<file path="config.mk">
export PLATFORM = sky130hd
export DESIGN_NAME = core_timing_top
export DESIGN_NICKNAME = d
export VERILOG_FILES = /design/src/hw/opsel_pkg.sv /design/src/hw/core_status_pkg.sv /design/src/hw/instr_cycle_timer.sv /design/src/hw/cycle_time_accum.sv /design/src/hw/fetch_sequencer.sv /design/src/hw/core_timing_top.sv
export VERILOG_INCLUDE_DIRS = /design/src /design/src/include
export SDC_FILE = /design/constraint.sdc
export NUM_CORES = 1
export LEC_CHECK = 0
export BUFFER_PORTS_ARGS = -buffer_cell sky130_fd_sc_hd__buf_2
export CORE_ASPECT_RATIO = 1.5
export CORE_MARGIN = 2
export CORE_UTILIZATION = 47
export DETAILED_ROUTE_END_ITERATION = 8
export GPL_TIMING_DRIVEN = 1
export PLACE_DENSITY = 0.77
export SYNTH_ARGS = -nofsm -noshare
export SYNTH_HDL_FRONTEND = slang
export SYNTH_SLANG_ARGS = --single-unit
export TNS_END_PERCENT = 5
</file>
<file path="constraint.sdc">
create_clock -name clk -period 2.15 [get_ports clk]
set_input_delay 0.1075 -clock clk [delete_from_list [all_inputs] [get_ports clk]]
set_output_delay 0.1075 -clock clk [all_outputs]
set_load 0.05 [all_outputs]
</file>
<file path="src/include/cyclecnt_params.svh">
// ======================================================================
// Width and limit macros for the instruction timer, the mcycle
// accumulator and the fetch sequencer
// ======================================================================
`ifndef CYCLECNT_PARAMS_SVH
`define CYCLECNT_PARAMS_SVH

// Data and address width of the core
`define CC_XLEN 32

// Instruction timer width
// Overflow at 64 ends start-up and flags a runaway instruction
`define CC_CNT_WIDTH 6

// Machine cycle counter width
`define CC_TIME_WIDTH 64

// Execute-cycle count of a single instruction
`define CC_EXEC_WIDTH 6

`endif

</file>
<file path="src/hw/opsel_pkg.sv">
// ======================================================================
// Operand-B select type shared by the sequencer and the timer mux
// ======================================================================
`default_nettype none

package opsel_pkg;

    // Operand-B source, encoded after the microcode select pair
    //   OPB_INCR   {addr[5:2], 2'b11} so carry-in gives PC + 4
    //   OPB_TIMER  instruction timer in the low bits
    //   OPB_ADDR   address passes through
    //   OPB_IDLE   between instructions, address passes through
    typedef enum logic [1:0] {
        OPB_INCR  = 2'b00,
        OPB_TIMER = 2'b01,
        OPB_ADDR  = 2'b10,
        OPB_IDLE  = 2'b11
    } opsel_t;

endpackage

`default_nettype wire

</file>
<file path="src/hw/core_status_pkg.sv">
// ======================================================================
// Run-state and trap-cause types of the core
// ======================================================================
`default_nettype none

package core_status_pkg;

    // Core run state, sticky once trapped
    typedef enum logic [1:0] {
        RS_HELD    = 2'd0,
        RS_RUNNING = 2'd1,
        RS_TRAPPED = 2'd2
    } run_state_t;

    // Reason for the last trap
    typedef enum logic [1:0] {
        TRAP_NONE      = 2'd0,
        TRAP_BUS_ERROR = 2'd1
    } trap_cause_t;

endpackage

`default_nettype wire

</file>
<file path="src/hw/instr_cycle_timer.sv">
// ======================================================================
// Instruction timer with carry out, operand-B low-bit mux,
// start-up gate and bus-error detection
// ======================================================================
`timescale 1ns/1ps
`default_nettype none

`include "cyclecnt_params.svh"

module instr_cycle_timer import opsel_pkg::*; (
    input  wire logic                      clk,
    input  wire logic                      reset,
    input  wire logic                      start,
    input  wire logic [`CC_XLEN-1:0]       pc_addr,
    input  wire opsel_t                    opb_sel,
    output logic      [`CC_XLEN-1:0]       operand_b,
    output logic      [`CC_CNT_WIDTH-1:0]  timer_sample,
    output logic                           core_running,
    output logic                           bus_error
);

    localparam int CW = `CC_CNT_WIDTH;

    // Registered count and its next value
    // Top bit of the next value is the carry out of the counter
    logic [CW-1:0] rccnt;
    logic [CW:0]   ccnt;
    logic          cnt_carry;

    // Low bits of operand B after the select mux
    logic [CW-1:0] opb_low;

    // Start-up gate register
    logic          rcrun;

    // ==================================================================
    // Timer next value
    // ==================================================================

    // Start low holds the timer at 1
    // A sample cycle restarts the count at 1 for the next instruction
    always_comb begin
        if (!start) begin
            ccnt = (CW + 1)'(1);
        end else if (opb_sel == OPB_TIMER) begin
            ccnt = (CW + 1)'(1);
        end else begin
            ccnt = {1'b0, rccnt} + (CW + 1)'(1);
        end
    end

    assign cnt_carry = ccnt[CW];

    // Counter drops the carry, so it wraps to zero on overflow
    always_ff @(posedge clk) begin
        if (reset) begin
            rccnt <= CW'(1);
        end else begin
            rccnt <= ccnt[CW-1:0];
        end
    end

    assign timer_sample = rccnt;

    // ==================================================================
    // Start-up gate
    // ==================================================================

    // Needs 64 start cycles in a row before the first carry
    // Once set, only reset clears it
    always_ff @(posedge clk) begin
        if (reset) begin
            rcrun <= 1'b0;
        end else begin
            rcrun <= rcrun | (cnt_carry & start);
        end
    end

    assign core_running = rcrun;

    // ==================================================================
    // Bus-error detect
    // ==================================================================

    // Instruction ran 64 cycles without a sample, surely a hung bus
    // The wrap to zero makes this a single-cycle pulse
    assign bus_error = rcrun & cnt_carry & (opb_sel != OPB_TIMER);

    // ==================================================================
    // Operand-B mux
    // ==================================================================

    always_comb begin
        unique case (opb_sel)
            OPB_TIMER: opb_low = rccnt;
            // Low two bits forced high, ALU carry-in completes PC + 4
            OPB_INCR:  opb_low = {pc_addr[CW-1:2], 2'b11};
            OPB_ADDR,
            OPB_IDLE:  opb_low = pc_addr[CW-1:0];
            default:   opb_low = pc_addr[CW-1:0];
        endcase
    end

    // Upper address bits always pass through
    assign operand_b = {pc_addr[`CC_XLEN-1:CW], opb_low};

    // ==================================================================
    // Assertions
    // ==================================================================

    // No trap can be raised while the core is still held
    a_no_bus_error_when_held: assert property (
        @(posedge clk) disable iff (reset)
        bus_error |-> core_running
    );

endmodule

`default_nettype wire

</file>
<file path="src/hw/cycle_time_accum.sv">
// ======================================================================
// 64-bit mcycle register, adds the instruction timer sample
// one cycle after each sample cycle
// ======================================================================
`timescale 1ns/1ps
`default_nettype none

`include "cyclecnt_params.svh"

module cycle_time_accum import opsel_pkg::*; (
    input  wire logic                      clk,
    input  wire logic                      reset,
    input  wire opsel_t                    opb_sel,
    input  wire logic [`CC_CNT_WIDTH-1:0]  timer_sample,
    output logic      [`CC_TIME_WIDTH-1:0] mcycle
);

    localparam int CW = `CC_CNT_WIDTH;
    localparam int TW = `CC_TIME_WIDTH;

    // Sample strobe, formed here from the select
    logic          sample_now;

    // Delayed strobe and the captured timer value
    logic          sample_q;
    logic [CW-1:0] sample_val;

    assign sample_now = (opb_sel == OPB_TIMER);

    // ==================================================================
    // Sample capture
    // ==================================================================

    // Timer reloads right after the sample cycle, so hold its value
    always_ff @(posedge clk) begin
        if (reset) begin
            sample_q <= 1'b0;
        end else begin
            sample_q <= sample_now;
        end
    end

    always_ff @(posedge clk) begin
        if (sample_now) begin
            sample_val <= timer_sample;
        end
    end

    // ==================================================================
    // Accumulate
    // ==================================================================

    // Zero-extended sample added the cycle after capture
    always_ff @(posedge clk) begin
        if (reset) begin
            mcycle <= '0;
        end else if (sample_q) begin
            mcycle <= mcycle + {{(TW - CW){1'b0}}, sample_val};
        end
    end

    // Cycle count only ever grows outside reset
    a_mcycle_monotonic: assert property (
        @(posedge clk) disable iff (reset)
        !$past(reset) |-> (mcycle >= $past(mcycle))
    );

endmodule

`default_nettype wire

</file>
<file path="src/hw/fetch_sequencer.sv">
// ======================================================================
// Per-instruction phase machine standing in for the microcode
// Drives the operand-B select, instr_done and run state
// ======================================================================
`timescale 1ns/1ps
`default_nettype none

`include "cyclecnt_params.svh"

module fetch_sequencer
    import opsel_pkg::*;
    import core_status_pkg::*;
(
    input  wire logic                       clk,
    input  wire logic                       reset,
    input  wire logic                       core_running,
    input  wire logic                       bus_error,
    input  wire logic                       instr_valid,
    input  wire logic [`CC_EXEC_WIDTH-1:0]  instr_exec_cycles,
    output opsel_t                          opb_sel,
    output logic                            instr_done,
    output run_state_t                      run_state,
    output trap_cause_t                     trap_cause
);

    localparam int EW = `CC_EXEC_WIDTH;

    // Instruction phases
    typedef enum logic [1:0] {
        PH_IDLE   = 2'd0,
        PH_SAMPLE = 2'd1,
        PH_INCR   = 2'd2,
        PH_EXEC   = 2'd3
    } phase_t;

    phase_t        phase;

    // Execute cycles still to run
    logic [EW-1:0] exec_left;

    // ==================================================================
    // Phase machine
    // ==================================================================

    always_ff @(posedge clk) begin
        if (reset) begin
            phase      <= PH_IDLE;
            exec_left  <= '0;
            instr_done <= 1'b0;
            run_state  <= RS_HELD;
            trap_cause <= TRAP_NONE;
        end else begin
            // Done is a single-cycle pulse
            instr_done <= 1'b0;

            if (bus_error && run_state != RS_TRAPPED) begin
                // Drop the instruction, no done pulse
                phase      <= PH_IDLE;
                run_state  <= RS_TRAPPED;
                trap_cause <= TRAP_BUS_ERROR;
            end else begin
                // Leave hold once the timer has released the core
                if (run_state == RS_HELD && core_running) begin
                    run_state <= RS_RUNNING;
                end

                unique case (phase)
                    PH_IDLE: begin
                        // Strobes while held, trapped or busy are lost
                        if (instr_valid && run_state == RS_RUNNING) begin
                            phase     <= PH_SAMPLE;
                            exec_left <= instr_exec_cycles;
                        end
                    end
                    PH_SAMPLE: begin
                        phase <= PH_INCR;
                    end
                    PH_INCR: begin
                        // Zero execute cycles finishes right after the step
                        if (exec_left == '0) begin
                            phase      <= PH_IDLE;
                            instr_done <= 1'b1;
                        end else begin
                            phase <= PH_EXEC;
                        end
                    end
                    PH_EXEC: begin
                        if (exec_left == EW'(1)) begin
                            phase      <= PH_IDLE;
                            instr_done <= 1'b1;
                        end else begin
                            exec_left <= exec_left - EW'(1);
                        end
                    end
                    default: begin
                        phase <= PH_IDLE;
                    end
                endcase
            end
        end
    end

    // ==================================================================
    // Operand-B select
    // ==================================================================

    // Decoded from the phase register, so glitch-free per cycle
    always_comb begin
        unique case (phase)
            PH_SAMPLE: opb_sel = OPB_TIMER;
            PH_INCR:   opb_sel = OPB_INCR;
            PH_EXEC:   opb_sel = OPB_ADDR;
            default:   opb_sel = OPB_IDLE;
        endcase
    end

    // Completion and the timer sample never share a cycle
    a_done_not_in_sample: assert property (
        @(posedge clk) disable iff (reset)
        instr_done |-> (opb_sel != OPB_TIMER)
    );

endmodule

`default_nettype wire

</file>
<file path="src/hw/core_timing_top.sv">
// ======================================================================
// Timing top level with instruction timer, mcycle accumulator
// and fetch sequencer
// ======================================================================
`timescale 1ns/1ps
`default_nettype none

`include "cyclecnt_params.svh"

module core_timing_top
    import opsel_pkg::*;
    import core_status_pkg::*;
(
    input  wire logic                       clk,
    input  wire logic                       reset,
    input  wire logic                       start,
    input  wire logic [`CC_XLEN-1:0]        pc_addr,
    input  wire logic                       instr_valid,
    input  wire logic [`CC_EXEC_WIDTH-1:0]  instr_exec_cycles,
    output logic      [`CC_XLEN-1:0]        operand_b,
    output opsel_t                          opb_sel,
    output logic                            core_running,
    output run_state_t                      run_state,
    output trap_cause_t                     trap_cause,
    output logic      [`CC_TIME_WIDTH-1:0]  mcycle,
    output logic                            instr_done
);

    // Timer to accumulator and sequencer
    logic [`CC_CNT_WIDTH-1:0] timer_sample;
    logic                     bus_error;

    instr_cycle_timer i_instr_cycle_timer (
        .clk          (clk),
        .reset        (reset),
        .start        (start),
        .pc_addr      (pc_addr),
        .opb_sel      (opb_sel),
        .operand_b    (operand_b),
        .timer_sample (timer_sample),
        .core_running (core_running),
        .bus_error    (bus_error)
    );

    cycle_time_accum i_cycle_time_accum (
        .clk          (clk),
        .reset        (reset),
        .opb_sel      (opb_sel),
        .timer_sample (timer_sample),
        .mcycle       (mcycle)
    );

    fetch_sequencer i_fetch_sequencer (
        .clk               (clk),
        .reset             (reset),
        .core_running      (core_running),
        .bus_error         (bus_error),
        .instr_valid       (instr_valid),
        .instr_exec_cycles (instr_exec_cycles),
        .opb_sel           (opb_sel),
        .instr_done        (instr_done),
        .run_state         (run_state),
        .trap_cause        (trap_cause)
    );

endmodule

`default_nettype wire

</file>
==> impl_metrics.tcl <==
set metrics [dict create \
    fp.dieH_um 127 \
    setup_viol 22 \
    cts_made_buffers 9 \
    num_vias 4464 \
    synth_area_leader_cell "dfxtp_1" \
    io_buffers 92 \
    synthSimpleGateAreaFrac_pct 25.4 \
    drtIter0Drc 169 \
    cts_tree "yes" \
    grt_pass1_vias 4235 \
    clockBufferDepth 2 \
    crit_type "flop to flop" \
    die_area_mm2 0.0110 \
    yosys_warnings 0 \
    synthAdderAreaFrac_pct 4.37 \
    grt_max_degree 62 \
    via_per_inst 5.73 \
    grt_usage_pct 21.0 \
    yosys.area_share.xor_xnor_pct 4.42 \
    ant_nets 0 \
    clk_latency_ns 0.35 \
    rsz0062_at_grt "true" \
    synth_top_cell_area_share_pct 35.4 \
    crit_path_cell_trace "ha_4, inv_2, fa_2, nand2b_4, a21boi_4, o31ai_4, buf_12, or4_1, a21oi_1" \
    clockRootBuffer "clkbuf_16" \
    yosysUniqueCellTypes 55 \
    vdd_drop_max_mv 0.855 \
    synth_top_family_by_area "simple AND/OR/NAND/NOR gates" \
    yosysMostFrequentCell "dfxtp_1" \
    violations "negative setup slack" \
    remaining_drc_errors 0 \
    critical_path_arrival_ns 2.51 \
    cp-start-kind "flop" \
    synth-edff-count 6 \
    area_growth_pct 25.6 \
    critPathMaxFanout 6 \
    syn-instance-count 565 \
    synthTopCellsByArea "dfxtp_1 (35%), a21oi_1 (6.1%), buf_4 (4.3%), ha_1 (3.9%), edfxtp_1 (3.8%)" \
    ys_ff_latch 90 \
    ys_top_cells_by_count "dfxtp_1 (84), a21oi_1 (58), nor2_1 (48)" \
    antenna_found_initial 0 \
    grt-ovfl-total 0 \
    max_freq_mhz 447 \
    yosysSeqAreaShare_pct 39.2 \
    clk_pin_slew_ns 0.07 \
    crit_family "simple AND/OR/NAND/NOR gates" \
    worst_ep_required_time_ns 2.43 \
    initial_core_util_pct 47.7 \
    synthMuxAreaShare_pct 1.29 \
    wire_per_inst_um 15.1 \
    rows 45 \
    diodes 0 \
    syn_area_per_cell_um2 8.41 \
    status "finished, violations left" \
    globalplace.congestion 0.843 \
    synth_nets 623 \
    drive_gt1_share_pct 32.0 \
    dp_hpwl_um 8270 \
    wirelength_um 11700 \
    regToRegSetupSlack_ns -0.08 \
    nFillCells 832 \
    grt_pass1_wl_um 18900 \
    power_leakage_nw 2.35 \
    crit_buf_inv 2 \
    post_dp_cell_area_mm2 0.00547 \
    min_path_type "input port to flop" \
    cp_slowest_stage_delay_ns 0.50 \
    design_area_mm2 0.00597 \
    hold_viol 0 \
    clkSinkCount 90 \
    synth_compound_area_share_pct 17.4 \
    io_pins 146 \
    crit_path_end_kind "flop" \
    fin_crit_ns 2.23 \
    dr.pass1.iters 5 \
    fin_crit_sh_pct 104 \
    coreArea_mm2 0.00997 \
    maxCapViolations 0 \
    pre_cts_ws_ns -0.123 \
    synth_ff_type "dfxtp_1" \
    async_flop_share_pct 0 \
    synth_area_mm2 0.00475 \
    finClkSkew_ns 0.0119 \
    die_x_um 86.1 \
    htreeDepth 3 \
    cp_slowest_cell "or4_1" \
    fin_nets 715 \
    power_density_mw_per_mm2 759 \
    worst_slack_ns -0.0850 \
    drv_slew 0 \
]
[power breakdown]
part | internal, mW | leakage [nW] | total (mW) | switching, mW
registers | 1.77 | 0.746 | 1.83 | 0.0612
clock network | 0.968 | 0.152 | 1.63 | 0.658
logic | 0.350 | 1.45 | 1.07 | 0.723
total | 3.09 | 2.35 | 4.53 | 1.44
[logic make-up after synthesis]
kind of cell	Yosys count
other	1
buffers and inverters	71
flip-flops	90
multiplexers	6
adder cells (fa/ha/maj)	16
XOR/XNOR	24
AO/OA/AOI/OAI	139
AND/OR/NAND/NOR	218
[layout by cell type (no fill, tap or decap), drive strengths merged, types with 11 or more instances in the layout]
cell,n
nand4,21
or4,20
nand3,22
inv,23
a21oi,58
buf,128
nand2,44
xor2,13
ha,15
xnor2,11
clkbuf,13
o31ai,22
dfxtp,84
o21ai,34
or3,23
nor2,48
[area by class of cell]
class                      instances  area, um^2  share of cell area, %
timing repair buffer             130         847                   14.2
multi-input combinational        404        2680                   44.9
clock inverter                     5        60.1                   1.01
inverter                          22        82.6                   1.38
tap                              117         146                   2.45
sequential                        90        1900                   31.8
clock buffer                      11         253                   4.23
[routing by layer]
metal	global-route usage [%]	routed length, um
met1	22.7	4630
met2	38.6	6350
met3	3.55	598
met4	10.2	146
met5	0	0
[worst register-to-register path: stages, from the launching register on]
cell and delay (ns):
edfxtp_1 0.37, ha_4 0.14, inv_2 0.03, fa_2 0.33, nand2b_4 0.17, a21boi_4 0.19
o31ai_4 0.11, buf_12 0.18, or4_1 0.50, a21oi_1 0.14
[through the flow]
step	total power, mW	std cells	TNS [ns]	hold slack [ns]	utilization [%]
2_1_floorplan	2.76	565	-2.79	0.215	-
3_3_place_gp	2.87	760	-0.700	0.215	54.9
3_5_place_dp	2.91	760	-2.43	0.215	54.9
4_1_cts	4.56	776	-0.708	0.0817	58.7
5_1_grt	4.73	779	-3.16	0.123	59.9
6_report	4.53	779	-0.762	0.0858	59.9
[path summary, 6_finish.rpt]
kind	from	end	cells after the start
max	i_cycle_time_accum.sample_val[0]$_DFFE_PP_	i_cycle_time_accum.mcycle[46]$_SDFFE_PP0P_	9
min	start	i_instr_cycle_timer.timer_sample[0]$_SDFF_PP1_	4
max reg2reg	i_cycle_time_accum.sample_val[0]$_DFFE_PP_	i_cycle_time_accum.mcycle[46]$_SDFFE_PP0P_	9
min reg2reg	i_fetch_sequencer.trap_cause[0]$_SDFFE_PP0P_	i_fetch_sequencer.trap_cause[0]$_SDFFE_PP0P_	2
[registers in the layout, indices dropped and copies added (netlist names)]
signal	cells
i_cycle_time_accum.mcycle	64
i_cycle_time_accum.sample_q	1
i_cycle_time_accum.sample_val	6
i_fetch_sequencer.exec_left	6
i_fetch_sequencer.instr_done	1
i_fetch_sequencer.phase	2
i_fetch_sequencer.run_state	2
i_fetch_sequencer.trap_cause	1
i_instr_cycle_timer.core_running	1
i_instr_cycle_timer.timer_sample	6
[repair_timing]
item                       CTS  global route
cloned                       0             2
pin swaps                   27            14
hold buffers                 0             0
setup buffers                0             1
setup endpoints to repair   34            44
gates resized for setup      7            16
Note: power is estimated with default switching activity, not from simulation.
